==> src/include/alu_consts.svh <==
`ifndef ALU_CONSTS_SVH
`define ALU_CONSTS_SVH

// Q6.10 data path, two's complement
`define ALU_DATA_W   16
`define ALU_FRAC_W   10

// saturation codes
`define ALU_SAT_MAX  16'h7FFF
`define ALU_SAT_MIN  16'h8000

// feedback taps at bits 15, 13, 12 and 10
`define ALU_LFSR_TAPS 16'hB400

`endif

==> src/alu_pkg.sv <==
package alu_pkg;

    // opcodes 4 and 8..15 are not listed and return zero
    typedef enum logic [3:0] {
        OP_ADD  = 4'd0,
        OP_SUB  = 4'd1,
        OP_MUL  = 4'd2,
        OP_MAC  = 4'd3,
        OP_CLZ  = 4'd5,
        OP_LRCW = 4'd6,
        OP_LFSR = 4'd7
    } alu_op_e;

    typedef enum logic [3:0] {
        ST_START,
        ST_READY,
        ST_WAIT,
        ST_CALC,
        ST_MAC_ADD,
        ST_CLZ,
        ST_SAVE_B,
        ST_CPOP,
        ST_ROTATE,
        ST_SAVE_A,
        ST_LFSR,
        ST_FINISH
    } alu_state_e;

    typedef enum logic [1:0] {CAL_ADD, CAL_SUB, CAL_MUL, CAL_PASS} cal_op_e;

    typedef enum logic [2:0] {
        SRC_DATA_A, SRC_DATA_B, SRC_SAVED, SRC_RESULT, SRC_ROT, SRC_LFSR, SRC_COUNT
    } src_sel_e;

endpackage

==> src/alu_register_file.sv <==
`timescale 1ns/1ps
`include "alu_consts.svh"

module alu_register_file import alu_pkg::*; (
    input  logic                   i_clk,
    input  logic                   i_reset_n,
    input  logic [`ALU_DATA_W-1:0] i_data_a,
    input  logic [`ALU_DATA_W-1:0] i_data_b,
    input  logic [`ALU_DATA_W-1:0] i_result,
    input  src_sel_e               i_src_a,
    input  src_sel_e               i_src_b,
    input  logic                   i_save_out,
    input  logic                   i_save_saved,
    input  logic                   i_save_rot,
    input  logic                   i_save_lfsr,
    input  logic                   i_rotate,
    input  logic                   i_lfsr_step,
    input  logic                   i_cnt0_clr,
    input  logic                   i_cnt0_inc,
    input  logic                   i_cnt1_clr,
    input  logic                   i_cnt1_inc,
    input  logic                   i_scan_msb_first,
    output logic [`ALU_DATA_W-1:0] o_op_a,
    output logic [`ALU_DATA_W-1:0] o_op_b,
    output logic [`ALU_DATA_W-1:0] o_data,
    output logic                   o_scan_bit,
    output logic                   o_scan_end,
    output logic                   o_rot_done,
    output logic                   o_shift_done
);

    logic [`ALU_DATA_W-1:0] result_q;
    logic [`ALU_DATA_W-1:0] saved_q;     // product for MAC, scanned word otherwise
    logic [`ALU_DATA_W-1:0] rot_q;
    logic [`ALU_DATA_W-1:0] lfsr_q;
    logic [`ALU_DATA_W-1:0] cnt0_q;
    logic [`ALU_DATA_W-1:0] cnt1_q;
    logic [3:0]             scan_idx;

    always_ff @(posedge i_clk or negedge i_reset_n) begin
        if (!i_reset_n) begin
            result_q <= '0;
            cnt0_q   <= '0;
            cnt1_q   <= '0;
        end else begin
            if (i_save_out) result_q <= i_result;
            if (i_cnt0_clr)      cnt0_q <= '0;
            else if (i_cnt0_inc) cnt0_q <= cnt0_q + 1'b1;
            if (i_cnt1_clr)      cnt1_q <= '0;
            else if (i_cnt1_inc) cnt1_q <= cnt1_q + 1'b1;
        end
    end

    always_ff @(posedge i_clk) begin
        if (i_save_saved) saved_q <= i_result;
        if (i_save_rot)    rot_q <= i_result;
        else if (i_rotate) rot_q <= {rot_q[`ALU_DATA_W-2:0], ~rot_q[`ALU_DATA_W-1]};
        if (i_save_lfsr)      lfsr_q <= i_result;
        else if (i_lfsr_step) lfsr_q <= {lfsr_q[`ALU_DATA_W-2:0], ^(lfsr_q & `ALU_LFSR_TAPS)};
    end

    function automatic logic [`ALU_DATA_W-1:0] pick_src(src_sel_e sel);
        case (sel)
            SRC_DATA_A: return i_data_a;
            SRC_DATA_B: return i_data_b;
            SRC_SAVED:  return saved_q;
            SRC_RESULT: return result_q;
            SRC_ROT:    return rot_q;
            SRC_LFSR:   return lfsr_q;
            SRC_COUNT:  return cnt0_q;
            default:    return i_data_a;
        endcase
    endfunction

    assign o_op_a = pick_src(i_src_a);
    assign o_op_b = pick_src(i_src_b);
    assign o_data = result_q;

    // CLZ walks down from bit 15, popcount walks up from bit 0
    assign scan_idx     = i_scan_msb_first ? ~cnt0_q[3:0] : cnt0_q[3:0];
    assign o_scan_bit   = saved_q[scan_idx];
    assign o_scan_end   = cnt0_q >= `ALU_DATA_W'(`ALU_DATA_W);
    assign o_rot_done   = cnt0_q >= cnt1_q;
    assign o_shift_done = cnt0_q >= saved_q;     // unsigned step count

endmodule

==> config.mk <==
export PLATFORM = sky130hd
export DESIGN_NAME = alu_register_file
export DESIGN_NICKNAME = d
export VERILOG_FILES = /design/src/alu_pkg.sv /design/src/alu_register_file.sv
export VERILOG_INCLUDE_DIRS = /design/src /design/src/include
export SDC_FILE = /design/constraint.sdc
export NUM_CORES = 1
export LEC_CHECK = 0
export CORE_AREA = 2 2 123 125
export DETAILED_ROUTE_END_ITERATION = 6
export DIE_AREA = 0 0 125 127
export DONT_BUFFER_PORTS = 1
export PLACE_DENSITY = 0.74
export SKIP_CTS_REPAIR_TIMING = 1
export SLEW_MARGIN = 20
export SYNTH_ARGS = -nofsm -noshare
export SYNTH_HDL_FRONTEND = slang
export SYNTH_SLANG_ARGS = --single-unit
==> constraint.sdc <==
create_clock -name i_clk -period 2.2 [get_ports i_clk]
set_input_delay 0.44 -clock i_clk [delete_from_list [all_inputs] [get_ports i_clk]]
set_output_delay 0.44 -clock i_clk [all_outputs]
set_load 0.01 [all_outputs]
==> After elaboration in Yosys (flattened, before gate mapping) <==
Cells that the tools add are included.
{ "totals": {"register_bits": 96, "input_bits": 67, "out_inout_bits": 52, "wordCells": 44} }
{ "classes": {"addsub": 2, "magnitude_cmp": 4, "eq_ne": 12, "muxes": 13, "bitwise": 2, "reduce_logical": 5} }
{ "ops": {"columns": ["operator", "count"], "rows": [
  ["$pmux W16 S6", 2],
  ["$mux W16", 8],
  ["$add A16 B1 Y16 const B", 2],
  ["$ge A16 B16 Y1", 2],
  ["$eq A3 B3 Y1 const B", 6],
  ["$ge A16 B5 Y1 const B", 1],
  ["$reduce_xor A16 Y1", 1],
  ["$eq A3 B2 Y1 const B", 4],
  ["$reduce_bool A2 Y1", 4],
  ["$eq A3 B1 Y1 const B", 2],
  ["$lt A4 B5 Y1 const B", 1],
  ["$bmux W1 S4", 1],
  ["$mux W4", 1],
  ["$not A4 Y4", 1],
  ["$mux W1", 1],
  ["$not A1 Y1", 1]
]} }

==> Depth between registers and ports, before layout <==
{ "depth": {"ltp_word": 4, "ltp_mapped": 8} }

==> Least setup slack after synthesis <==
Ideal clock, no wire load.
{ "synth_timing": {"path_kind": "register to output", "from": "register cnt1_q[2]", "to": "output port o_rot_done", "arrival_ns": 1.601, "t_required_ns": 1.760, "setup_slack_ns": 0.159, "stages_incl_launch_ff": 8, "n_path_buf": 0, "path_cell_list": "dfrtp_1 > inv_1 > ha_1 > a211o_1 > a31oi_1 > o41ai_1 > a221oi_1 > o21ai_0"} }
{ "synth_between": {"elab_chain_cells": 1} }
{ "synth_rtl": {"columns": ["element", "line", "text"], "rows": [
  ["from (decl)", "alu_register_file.sv:37", "logic [`ALU_DATA_W-1:0] cnt1_q;"],
  ["from (signal assigned)", "alu_register_file.sv:50", "else if (i_cnt1_inc) cnt1_q <= cnt1_q + 1'b1;"],
  ["$ge A16 B16 Y1", "alu_register_file.sv:83", "assign o_rot_done = cnt0_q >= cnt1_q;"],
  ["to (decl)", "alu_register_file.sv:28", "output logic o_rot_done,"]
]} }
Every way passes these cells.

==> Worst setup path in the final report <==
Ends and elaborated chain as after synthesis.

==> out/results.tsv <==
stage	metric	value	unit
status	status	finished, violations left	
status	failing checks	setup timing	
placed_design	placer's final routability congestion estimate	0.899	
finish	final cell count without fillers	901	
timing	measured slew at the worst slew-check pin	0.640	ns
critical_path	RR Startpoint	cnt0_q[3]$_DFFE_PN0P_	
timing	Tcrit/Tclk final	117	%
critical_path	CP Data Required Time	1.76	ns
yosys	Syn Area/Cell	10.3	um^2
hold_path	hold path startpoint	i_cnt1_clr	
finish	fill count	1224	
timing	Clock Skews	0.0110	ns
timing	count of final max-slew check failures	0	
grt	grt ovf	0	
finish	Net count, final	814	
grt	GRT Resource Usage Total	26.8	%
clocking	clock root cell	clkbuf_16	
routing	Iter 0 DRT Violations	469	
clocking	H-Tree Level Count	3	
timing	max_slew headroom	57.3	%
yosys	synth unique cells	57	
hold_path	Worst Hold Path EP	cnt1_q[9]$_DFFE_PN0P_	
finish	final instance area	8050	um^2
timing	final setup vio count	6	
placed_design	dpl cell area	7490	um^2
critical_path	crit-path max FO	2	
placed_design	Port Buffers	0	
clocking	Clock Sinks	96	
yosys	Simple-Gate Fraction of Synth Area	11.6	%
routing	final WL	21.6	mm
yosys	yosys warns	0	
hold_path	Hold Crit Class	in -> reg	
routing	post-DR wirelength/cell	24.0	um
yosys	post-synthesis xor/xnor area fraction	3.92	%
placed_design	Placed Cells	877	
routing	DRC	0	
floorplan	Initial Util	49.5	%
yosys	Synth Instances	692	
yosys	post-synthesis compound-gate area fraction	15.0	%
yosys	post-synthesis mux area share	20.7	%
clocking	TritonCTS buffer count	9	
floorplan	Rows	44	
grt	first-pass GRT wire length	33.4	mm
yosys	Post-synth EDFFs	48	
timing	Fmax	0.387	GHz
yosys	largest area contributor in the netlist	edfxtp_1	
yosys	area fraction of the dominant cell type after synthesis	20.2	%
pwr	peak supply drop	521	uV
timing	post-layout min period	2.58	ns
clocking	CTS clk-pin slew, worst paths	0.07	ns
placed_design	dpl hpwl	15.5	mm
grt	largest net degree at the start of global routing	52	
finish	final antenna diode count	0	
yosys	Synth Net Count	794	
clocking	CTS tree	done	
floorplan	die width	125	um
finish	layout cell share with drive strength beyond 1	26.8	%
grt	vias in the first global route	6080	
yosys	FFs w/ async S/R, synth	50.0	%
routing	vias	5995	
critical_path	Reg2Reg Setup Slack	0.49	ns
routing	Pre-antenna DRT Iters	6	
routing	Vias/cell	6.65	
grt	initial antenna violation count	0	
timing	final hold vios	0	
yosys	main combinational cell family by area after synthesis	multiplexers	
yosys	post-synthesis adder-cell area fraction	6.13	%
floorplan	Die ar.	15900	um^2
clocking	later-pin clock latency in the skew report	0.36	ns
yosys	Synth Cell Area	7140	um^2
timing	Final WS setup	-0.382	ns
critical_path	worst r2r dst	cnt0_q[7]$_DFFE_PN0P_	
finish	area delta synth->final	12.7	%
floorplan	Ports	119	
clocking	CTS Buffer Depth	2	
yosys	most numerous cell in the Yosys netlist	mux2_2	
critical_path	nature of the critical path startpoint	flop	
floorplan	core area	14400	um^2
yosys	top_reg_cell synth	edfxtp_1	
yosys	most frequent cells after synthesis	mux2_2 (70), nor2_1 (56), nand2_1 (49)	
pwr	Leak Pwr	0.00327	uW
yosys	FF+latch count, synth	96	
critical_path	CP endpoint kind	output pin	
floorplan	die height	127	um
pwr	power per standard cell area	582	nW/um^2
routing	Final ANT Viol Nets	0	
critical_path	Worst Reg-to-Reg Cells	7	
yosys	sequential share of the synthesized area	37.0	%
flow_run	max-cap violations	0	
yosys	Synth area leaders	edfxtp_1 (20%), dfrtp_1 (17%), mux2_2 (11%)	
timing	unrepaired setup endpoints after global routing	true	
critical_path	kind of critical path	reg -> out	
critical_path	critical path arrival	2.14	ns
pwr	Final Total Pwr	4680	uW
hold_path	hold depth	1	
[how the worst max path moves through the flow]
stage / startpoint / end / slack [ns] / depth (start not counted)
after floorplan: cnt1_q[2]$_DFFE_PN0P_ / o_rot_done / 0.16 / 7
after global placement: cnt0_q[2]$_DFFE_PN0P_ / o_rot_done / -0.05 / 7
after detailed placement: cnt0_q[2]$_DFFE_PN0P_ / o_rot_done / -0.15 / 7
after CTS: cnt0_q[2]$_DFFE_PN0P_ / o_rot_done / -0.56 / 7
after global routing: cnt1_q[2]$_DFFE_PN0P_ / o_rot_done / -0.48 / 8
final: cnt1_q[2]$_DFFE_PN0P_ / o_rot_done / -0.38 / 8
[metrics by stage]
step           utilization (%)  TNS, ns  setup WS (ns)  hold WS [ns]
2_1_floorplan                -        0          0.159         0.144
3_3_place_gp              52.0  -0.0960        -0.0523         0.148
3_5_place_dp              52.0   -0.202         -0.152         0.147
4_1_cts                   54.0    -1.71         -0.556        -0.249
5_1_grt                   55.8    -1.42         -0.479         0.128
6_report                  55.8   -0.961         -0.382         0.141
[final cells by class]
cell class | count | area [um^2] | share of cell area [%]
inverter | 38 | 146 | 1.82
clock inverter | 7 | 62.6 | 0.777
timing repair buffer | 58 | 517 | 6.42
sequential | 96 | 2650 | 32.9
multi-input combinational | 509 | 4220 | 52.4
tap | 184 | 230 | 2.86
clock buffer | 9 | 225 | 2.80
[registers in the layout, indices dropped and copies added, names as in the netlist]
signal	cells
cnt0_q	16
cnt1_q	16
lfsr_q	16
o_data	16
rot_q	16
saved_q	16
[per-layer routing]
| layer | part of all wire, % | routed length (um) | GRT usage (%) |
|---|---|---|---|
| met2 | 47 | 10100 | 42.9 |
| met4 | 3.2 | 701 | 10.2 |
| met3 | 11 | 2410 | 7.79 |
| met5 | 0 | 0 | 0 |
| met1 | 39 | 8400 | 34.7 |
[worst max-delay path: stages (launching register included)]
cell and delay, ns:
dfrtp_1 0.39, inv_2 0.08, ha_4 0.20, a211o_1 0.26, a31oi_2 0.16, o41ai_2 0.10, a221oi_1 0.29, o21ai_1 0.13
buf_4 0.16
[cells by family after synthesis]
kind of cell               after synthesis
buffers and inverters                   87
xor gates and xnor gates                32
and+or+nand+nor                        174
muxes                                  114
AOI/OAI and AO/OA                      154
adders and majority gates               35
DFF                                     96
[power breakdown]
group          internal [uW]  switching [uW]  leakage [uW]
Clock                    795             797      0.000139
Combinational            472             431       0.00203
Sequential              2040             148       0.00111
Total                   3310            1380       0.00327
[cell usage in the layout (no fill, tap or decap), types with 4 or more instances in the layout]
master / Yosys / routed
a221o_1: 14 / 14
a21o_1: 6 / 6
mux2i_1: 25 / 25
nand4_1: 10 / 10
nand2_1: 49 / 49
a221oi_1: 10 / 8
nor2_1: 56 / 55
ha_1: 35 / 32
clkbuf_16: 0 / 9
nand3_1: 15 / 15
nor2b_1: 4 / 4
nor3_1: 7 / 6
xnor2_1: 22 / 22
nand2b_1: 5 / 5
o21ai_0: 41 / 36
and2_1: 4 / 4
xor2_1: 10 / 10
mux4_2: 7 / 10
dfrtp_1: 48 / 43
a211o_1: 5 / 5
mux2_2: 70 / 64
nor4_1: 6 / 5
o22ai_1: 4 / 4
mux2_4: 3 / 9
dfrtp_2: 0 / 5
a22oi_1: 24 / 20
inv_1: 36 / 31
edfxtp_1: 48 / 48
mux4_1: 9 / 6
buf_6: 4 / 9
buf_4: 6 / 45
a21oi_1: 22 / 20
and4_1: 6 / 5
inv_2: 1 / 6
a22o_1: 4 / 4
a22oi_2: 0 / 4
No activity file was read; power rests on OpenSTA's default activity.
