File: src/include/alu_consts.svh
`ifndef ALU_CONSTS_SVH
`define ALU_CONSTS_SVH

// Q6.10 data path, two's complement
`define ALU_DATA_W   16
`define ALU_FRAC_W   10

// saturation codes
`define ALU_SAT_MAX  16'h7FFF
`define ALU_SAT_MIN  16'h8000

// feedback taps at bits 15, 13, 12 and 10
`define ALU_LFSR_TAPS 16'hB400

`endif

File: src/alu_pkg.sv
package alu_pkg;

    // opcodes 4 and 8..15 are not listed and return zero
    typedef enum logic [3:0] {
        OP_ADD  = 4'd0,
        OP_SUB  = 4'd1,
        OP_MUL  = 4'd2,
        OP_MAC  = 4'd3,
        OP_CLZ  = 4'd5,
        OP_LRCW = 4'd6,
        OP_LFSR = 4'd7
    } alu_op_e;

    typedef enum logic [3:0] {
        ST_START,
        ST_READY,
        ST_WAIT,
        ST_CALC,
        ST_MAC_ADD,
        ST_CLZ,
        ST_SAVE_B,
        ST_CPOP,
        ST_ROTATE,
        ST_SAVE_A,
        ST_LFSR,
        ST_FINISH
    } alu_state_e;

    typedef enum logic [1:0] {CAL_ADD, CAL_SUB, CAL_MUL, CAL_PASS} cal_op_e;

    typedef enum logic [2:0] {
        SRC_DATA_A, SRC_DATA_B, SRC_SAVED, SRC_RESULT, SRC_ROT, SRC_LFSR, SRC_COUNT
    } src_sel_e;

endpackage

File: src/alu_controller.sv
`timescale 1ns/1ps

module alu_controller import alu_pkg::*; (
    input  logic       i_clk,
    input  logic       i_reset_n,
    input  alu_op_e    i_inst,
    input  logic       i_scan_bit,
    input  logic       i_scan_end,
    input  logic       i_rot_done,
    input  logic       i_shift_done,
    output cal_op_e    o_cal_op,
    output src_sel_e   o_src_a,
    output src_sel_e   o_src_b,
    output logic       o_save_out,
    output logic       o_save_saved,
    output logic       o_save_rot,
    output logic       o_save_lfsr,
    output logic       o_rotate,
    output logic       o_lfsr_step,
    output logic       o_cnt0_clr,
    output logic       o_cnt0_inc,
    output logic       o_cnt1_clr,
    output logic       o_cnt1_inc,
    output logic       o_scan_msb_first,
    output logic       o_busy,
    output logic       o_valid
);

    alu_state_e state_q;
    alu_state_e state_d;

    always_ff @(posedge i_clk or negedge i_reset_n) begin
        if (!i_reset_n) state_q <= ST_START;
        else            state_q <= state_d;
    end

    always_comb begin
        state_d          = state_q;
        o_cal_op         = CAL_PASS;
        o_src_a          = SRC_DATA_A;
        o_src_b          = SRC_DATA_B;
        o_save_out       = 1'b0;
        o_save_saved     = 1'b0;
        o_save_rot       = 1'b0;
        o_save_lfsr      = 1'b0;
        o_rotate         = 1'b0;
        o_lfsr_step      = 1'b0;
        o_cnt0_clr       = 1'b0;
        o_cnt0_inc       = 1'b0;
        o_cnt1_clr       = 1'b0;
        o_cnt1_inc       = 1'b0;
        o_scan_msb_first = 1'b0;
        o_busy           = 1'b1;
        o_valid          = 1'b0;

        case (state_q)
            ST_START: state_d = ST_READY;
            ST_READY: begin
                o_busy  = 1'b0;        // one idle cycle, outside sets up inputs
                state_d = ST_WAIT;
            end
            ST_WAIT: state_d = ST_CALC;
            ST_CALC: begin
                state_d = ST_FINISH;
                case (i_inst)
                    OP_ADD: begin
                        o_cal_op   = CAL_ADD;
                        o_save_out = 1'b1;
                    end
                    OP_SUB: begin
                        o_cal_op   = CAL_SUB;
                        o_save_out = 1'b1;
                    end
                    OP_MUL: begin
                        o_cal_op   = CAL_MUL;
                        o_save_out = 1'b1;
                    end
                    OP_MAC: begin
                        o_cal_op     = CAL_MUL;   // hold a*b, add next cycle
                        o_save_saved = 1'b1;
                        state_d      = ST_MAC_ADD;
                    end
                    OP_CLZ: begin
                        o_save_saved = 1'b1;
                        o_cnt0_clr   = 1'b1;
                        state_d      = ST_CLZ;
                    end
                    OP_LRCW: begin
                        o_save_saved = 1'b1;      // a is scanned for its ones
                        o_cnt0_clr   = 1'b1;
                        o_cnt1_clr   = 1'b1;
                        state_d      = ST_SAVE_B;
                    end
                    OP_LFSR: begin
                        o_src_a      = SRC_DATA_B;   // step count
                        o_save_saved = 1'b1;
                        o_cnt0_clr   = 1'b1;
                        state_d      = ST_SAVE_A;
                    end
                    default: begin
                        // a - a, so unused opcodes load zero
                        o_cal_op   = CAL_SUB;
                        o_src_b    = SRC_DATA_A;
                        o_save_out = 1'b1;
                    end
                endcase
            end
            ST_MAC_ADD: begin
                o_cal_op   = CAL_ADD;
                o_src_a    = SRC_SAVED;
                o_src_b    = SRC_RESULT;
                o_save_out = 1'b1;
                state_d    = ST_FINISH;
            end
            ST_CLZ: begin
                o_scan_msb_first = 1'b1;
                if (!i_scan_end && !i_scan_bit) begin
                    o_cnt0_inc = 1'b1;
                end else begin
                    o_src_a    = SRC_COUNT;
                    o_save_out = 1'b1;
                    state_d    = ST_FINISH;
                end
            end
            ST_SAVE_B: begin
                o_src_a    = SRC_DATA_B;
                o_save_rot = 1'b1;
                state_d    = ST_CPOP;
            end
            ST_CPOP: begin
                if (!i_scan_end) begin
                    o_cnt0_inc = 1'b1;
                    o_cnt1_inc = i_scan_bit;    // counter 1 holds the popcount
                end else begin
                    o_cnt0_clr = 1'b1;
                    state_d    = ST_ROTATE;
                end
            end
            ST_ROTATE: begin
                if (!i_rot_done) begin
                    o_rotate   = 1'b1;
                    o_cnt0_inc = 1'b1;
                end else begin
                    o_src_a    = SRC_ROT;
                    o_save_out = 1'b1;
                    state_d    = ST_FINISH;
                end
            end
            ST_SAVE_A: begin
                o_save_lfsr = 1'b1;    // seed
                state_d     = ST_LFSR;
            end
            ST_LFSR: begin
                if (!i_shift_done) begin
                    o_lfsr_step = 1'b1;
                    o_cnt0_inc  = 1'b1;
                end else begin
                    o_src_a    = SRC_LFSR;
                    o_save_out = 1'b1;
                    state_d    = ST_FINISH;
                end
            end
            ST_FINISH: begin
                o_valid = 1'b1;
                state_d = ST_READY;
            end
            default: state_d = ST_START;
        endcase
    end

endmodule

File: config.mk
export PLATFORM = sky130hd
export DESIGN_NAME = alu_controller
export DESIGN_NICKNAME = d
export VERILOG_FILES = /design/src/include/alu_consts.svh /design/src/alu_pkg.sv /design/src/alu_controller.sv
export SDC_FILE = /design/constraint.sdc
export NUM_CORES = 1
export LEC_CHECK = 0
export ABC_AREA = 1
export BUFFER_PORTS_ARGS = -buffer_cell sky130_fd_sc_hd__buf_4
export CORE_AREA = 4 4 42 44
export DETAILED_ROUTE_END_ITERATION = 7
export DIE_AREA = 0 0 46 48
export GPL_TIMING_DRIVEN = 0
export HOLD_SLACK_MARGIN = 0.02
export PLACE_DENSITY = 0.81
export RECOVER_POWER = 25
export SLEW_MARGIN = 20
export SYNTH_ARGS = -nofsm -noshare
export SYNTH_HDL_FRONTEND = slang
export SYNTH_SLANG_ARGS = --single-unit
File: constraint.sdc
create_clock -name i_clk -period 3.2 [get_ports i_clk]
set_input_delay 0.48 -clock i_clk [delete_from_list [all_inputs] [get_ports i_clk]]
set_output_delay 0.48 -clock i_clk [all_outputs]
set_load 0.01 [all_outputs]
* Yosys cells after proc, flatten, opt, wreduce, memory -nomap -nowiden
Index checks and enable logic that the tools add are counted.
** Operators by class
- Equality and inequality tests :: 21
- Multiplexer cells :: 41
- Reduce and logical (&&, ||, !) cells :: 11
** Operator list (number)
- 4-bit one-hot mux with 11 select lines :: 1
- 4-bit by 3-bit == test with 1-bit output (second input constant) :: 7
- 1-bit two-way mux :: 25
- 3-bit one-hot mux with 6 select lines :: 1
- 4-bit by 2-bit == test with 1-bit output (second input constant) :: 4
- 4-bit == test (second input constant) :: 4
- 4-bit two-way mux :: 4
- 4-bit one-hot mux with 4 select lines :: 1
- 3-bit two-way mux :: 3
- 4-bit by 1-bit == test with 1-bit output (second input constant) :: 2
- 4-bit logical NOT :: 2
- 2-bit != test (second input constant) :: 4
- 2-bit one-hot mux with 2 select lines :: 2
- 7-bit OR reduction :: 1
- 2-bit one-hot mux with 3 select lines :: 1
- 1-bit one-hot mux with 5 select lines :: 1
- 1-bit one-hot mux with 4 select lines :: 1
- 4-bit AND reduction :: 1
- 2-bit OR reduction :: 2
- 4-bit OR reduction :: 1
- 3-bit OR reduction :: 1
- 1-bit logical NOT :: 2
- 1-bit one-hot mux with 2 select lines :: 1
- 1-bit logical AND :: 1
** Word-level totals
- Register bits after elaboration :: 4
- Input port bits :: 10
- Logic and storage cells :: 74

* Logic depth before layout (Yosys ltp)
- Depth in word-level cells :: 4
- Mapped depth :: 8
- Gate-level depth less buffers :: 8

* Worst setup path before layout
Ideal clock, no wire load.
- Path type :: register to output
- Start :: reg state_q[3]
- End :: out o_cnt0_inc
- Arrival :: 1048 ps
- Data required time :: 2720 ps
- Slack :: 1672 ps
- Stages on the path, launching flop included :: 8
- Path through :: dfrtp_1 -> inv_2 -> nand2_2 -> nor2_2 -> nand2_1 -> nand2_2 -> nor2_4 -> inv_1
** Between the ends
- Cells in the longest elaborated chain, start to end :: 2
- Elaborated cells between the ends (all ways) :: 5
- Those cells by class :: eq/ne (4); mux (1)
** RTL lines
- start: declaration :: line alu_controller.sv:29 : alu_state_e state_q;
- start signal: assignment :: line alu_controller.sv:34 : else state_q <= state_d;
- 4-bit == test / 4-bit by 3-bit == test with 1-bit output (equally long branches) :: line alu_controller.sv:56 : case (state_q)
- 1-bit one-hot mux with 4 select lines * :: line alu_controller.sv:56
- end: declaration :: line alu_controller.sv:21 : output logic o_cnt0_inc,
Mark *: on every way between the ends. The rest lies on a longest branch, timed or not.

* Worst setup path after layout
- Start :: reg state_q[1]
- End :: out o_cnt0_inc
Same word-level chain as after synthesis.

==> impl_summary.log <==
[metrics] arrival time at the worst endpoint: 1.49 ns
[metrics] area fraction of the dominant cell type after synthesis: 21.91%
[metrics] Final Wtd Congestion: 0.9031
[metrics] growth of design area from synthesis to finish: 40.97%
[metrics] register with the most flip-flops: state_q
[metrics] drt wl/cell: between 10 and 15 um
[metrics] Clock Pin Slew Worst Setup and Hold Paths: 0.04 ns
[metrics] launch point of the worst reg-to-reg path: state_q[1]$_DFFE_PN0P_
[metrics] Initial Utilization: 42.94%
[metrics] Setup WS post-layout: 1.231 ns
[metrics] maximum number of pins on one net before global-route repair: 8
[metrics] cell at the slowest stage of the critical path: sky130_fd_sc_hd__dfrtp_1
[metrics] mean instance size in the synthesized netlist: 5.184 um^2
[metrics] H-tree Lvls: 1
[metrics] number of remaining DRC errors: 0
[metrics] Reg power frac: 17.2%
[metrics] Hold WS: 0.6025 ns
[metrics] max-cap violations: 0
[metrics] Power Dens Cells: 725.4 mW/mm^2
[metrics] top_reg_cell synth: sky130_fd_sc_hd__dfrtp_1
[metrics] final hold violation count: 0
[metrics] area leader, netlist: sky130_fd_sc_hd__nand2_1
[metrics] number of flip-flops under the largest register name: 4
[metrics] required time of the critical path: 2.72 ns
[metrics] synthesized netlist net count: approximately 130
[metrics] part of the power in combinational logic: 72.4%
[metrics] Core Area: between 0.001 and 0.0015 mm^2
[metrics] worst vdd rail ir drop: 308.8 uV
[metrics] number of ports placed on the die boundary: 31
[metrics] remaining antenna violation count after routing: 0
[metrics] cell internal power dissipation: between 0.0002 and 0.0003 W
[metrics] drt total wl: 1.795 mm
[metrics] top cells by area in the synthesized netlist: sky130_fd_sc_hd__nand2_1, sky130_fd_sc_hd__dfrtp_1, sky130_fd_sc_hd__inv_1, sky130_fd_sc_hd__nand3_1, sky130_fd_sc_hd__nor2_1
[metrics] peak clock frequency supported by timing: approximately 0.51 GHz
[metrics] total die area: 0.002208 mm^2
[metrics] Row Count: 14
[metrics] starting DRC count in detailed routing: 22
[metrics] wire length of the first global-routing pass: 2.780 mm
[metrics] clock root buffer: sky130_fd_sc_hd__clkbuf_4
[metrics] vias post-DR: 820
[metrics] x dimension of the die: 46 um
[metrics] vertical die dimension: roughly 48 um
[metrics] gate family responsible for the most delay along the worst path: simple AND/OR/NAND/NOR gates
[metrics] buffers from clock root to sink, at most: 2
[metrics] total clock buffers created by CTS: 3
[metrics] number of buffer and inverter stages on the critical path: 3
[metrics] count of final max-slew check failures: 0
[metrics] total number of yosys warnings: 0
[metrics] RSZ-0062 raised after global routing: false
[metrics] gr ovfl total: 0
[metrics] critical path's largest stage delay: about 0.43 ns
[metrics] Seq/Total Area, Yosys: 16.23%
[metrics] filler instances: 148
[metrics] average via count per standard cell: between 4 and 5
[metrics] capturing element type of the critical path: output port
[metrics] critical path class: register to output port
[metrics] switching power of the nets: 0.0003317 W
[metrics] most frequent cell on the critical path: sky130_fd_sc_hd__nand2_2
[metrics] Post-layout nets: 164
[metrics] net switching share of the total power: 52.59%
[metrics] leading registers by flop count: state_q (4)
[metrics] setup slack at placement: 1.408 ns
[metrics] HPWL after detailed placement: 1.511 mm
[metrics] clock tree skew after final layout: approximately 0.0070 ns
[metrics] final standard cell count with taps included and fillers excluded: 168
[metrics] most repeated cell in the gate-level netlist after synthesis: sky130_fd_sc_hd__nand2_1
[metrics] Netlist cell types: 18
[metrics] top cells by instance count after synthesis: sky130_fd_sc_hd__nand2_1, sky130_fd_sc_hd__inv_1, sky130_fd_sc_hd__nand3_1
[metrics] highest fanout seen on the critical path: 6
[metrics] number of failing setup endpoints in the final timing report: 0
[metrics] IO buf count: 29
[metrics] clock network fraction of total power: 10.4%
[metrics] crit path cell chain: nand2_2 > inv_2 > nand3_1 > nand2_2 > nor2_1 > inv_1 > buf_4
[metrics] latest clock arrival within the worst-skew pair: 0.24 ns
[metrics] Ant. Diodes: 0
[metrics] Setup TNS Final: 0 ns
[metrics] number of flops mapped to enable cells by yosys: 0
[metrics] TritonCTS clock tree: built
[metrics] via count of the first global-routing pass: roughly 690
[metrics] Post-CTS Setup Inserts: 0
[metrics] Pre-antenna DRT Iters: 4
[metrics] leakage power of the design: 0.5789 nW
[metrics] crit path launch: state_q[1]$_DFFE_PN0P_
[metrics] Final Cycle Share: between 60% and 70%
[metrics] status: complete, no violations
[metrics] initial antenna violation count: 0
[metrics] gate count of the mapped netlist: 119
[metrics] clock period minus final worst setup slack: 1.969 ns
[metrics] share of flip-flops with an asynchronous set or reset: 100.0%
[metrics] number of register bits inferred by synthesis: 4
[metrics] area of the mapped netlist: between 600 and 700 um^2
[metrics] Hold WC Path Type: input pin to asynchronous set/reset pin
[metrics] total global-route track usage: between 10% and 20%
[metrics] sink count of the clock tree: 4
[metrics] startpoint class of the critical path: register
[metrics] placed insts: around 160
[metrics] layout cell share with drive strength beyond 1: 28.95%
-- power groups by stage --
stage	registers, W	logic, W	clock network, W
detailed placement	0.000108	0.000462	0
global route	0.000113	0.000517	0.0000696
global placement	0.000107	0.000455	0
finish	0.000109	0.000457	0.0000655
CTS	0.000107	0.000464	0.0000653
floorplan	0.000102	0.000305	0
-- routing by layer --
| layer | vias to the layer above | GRT usage, % | part of all wire (%) |
|---|---|---|---|
| met4 | 0 | 9.659 | 2.2 |
| met1 | 366 | 20.35 | 42 |
| li1 | 426 | - | - |
| met3 | 5 | 2.632 | 4.6 |
| met2 | 23 | 30.77 | 51 |
| met5 | - | 0 | 0 |
-- cell families after synthesis --
kind of cell | count (synthesis) | share of synthesized area [%]
other | 1 | 0.6079
flip-flops | 4 | 16.23
AND/OR/NAND/NOR | 80 | 59.84
AO/OA/AOI/OAI | 7 | 6.288
buffers and inverters | 27 | 17.04
-- through the flow --
step | util, % | power (W) | cell area [um^2]
final | 60.54 | 0.0006308 | 869.6
after detailed placement | 59.49 | 0.0005705 | 854.6
after global routing | 60.54 | 0.0006996 | 869.6
after floorplan | - | 0.0004073 | 616.8
after CTS | 61.06 | 0.0006365 | 877.1
after global placement | 59.49 | 0.0005618 | 854.6
-- area by class of cell --
type	count	area, um^2	area share, %
Multi-Input combinational cell	88	397.9	45.76
Tap cell	16	20.02	2.302
Inverter	26	97.59	11.22
Clock buffer	3	22.52	2.590
Sequential cell	4	100.1	11.51
Buffer	1	7.507	0.8633
Timing Repair Buffer	30	224.0	25.76
-- cells in the final DEF (no fill, tap or decap) --
master / Yosys / routed
sky130_fd_sc_hd__inv_2: 3 / 3
sky130_fd_sc_hd__nand4_1: 1 / 1
sky130_fd_sc_hd__a21oi_1: 0 / 1
sky130_fd_sc_hd__nor2_1: 14 / 15
sky130_fd_sc_hd__o21ai_1: 2 / 2
sky130_fd_sc_hd__nand2_1: 36 / 37
sky130_fd_sc_hd__dlygate4sd3_1: 0 / 1
sky130_fd_sc_hd__clkbuf_4: 0 / 3
sky130_fd_sc_hd__nor2_4: 2 / 1
sky130_fd_sc_hd__clkbuf_1: 0 / 1
sky130_fd_sc_hd__nand3_1: 15 / 15
sky130_fd_sc_hd__o21ai_0: 4 / 4
sky130_fd_sc_hd__nand3b_1: 1 / 1
sky130_fd_sc_hd__buf_4: 1 / 29
sky130_fd_sc_hd__nand3_2: 1 / 1
sky130_fd_sc_hd__inv_1: 23 / 23
sky130_fd_sc_hd__nor2_2: 3 / 3
sky130_fd_sc_hd__nand2_2: 5 / 4
sky130_fd_sc_hd__nor3_1: 2 / 2
sky130_fd_sc_hd__conb_1: 1 / 1
sky130_fd_sc_hd__dfrtp_1: 4 / 4
-- path summary, 6_finish.rpt --
| kind | end | slack (ns) | cells past startpoint |
|---|---|---|---|
| worst min register to register | state_q[2]$_DFFE_PN0P_ | 0.81 | 4 |
| min in group i_clk | state_q[1]$_DFFE_PN0P_ | 0.61 | 6 |
| worst max register to register | state_q[3]$_DFFE_PN0P_ | 1.89 | 6 |
| worst max-delay path | o_cnt0_inc | 1.23 | 7 |
| worst min-delay path | state_q[0]$_DFFE_PN0P_ | 0.60 | 2 |
| max in group asynchronous | state_q[2]$_DFFE_PN0P_ | 2.42 | 2 |
-- worst register-to-register path: cells and delay by family (launching register included) --
kind	cells	cell delay (ns)
simple gates	6	0.75
flops	1	0.43
-- what timing repair did --
action | CTS | global route
resized for setup | 0 | 0
hold endpoints to repair | 0 | 2
hold buffers | 0 | 1
Note: power is estimated with default switching activity, not from simulation.
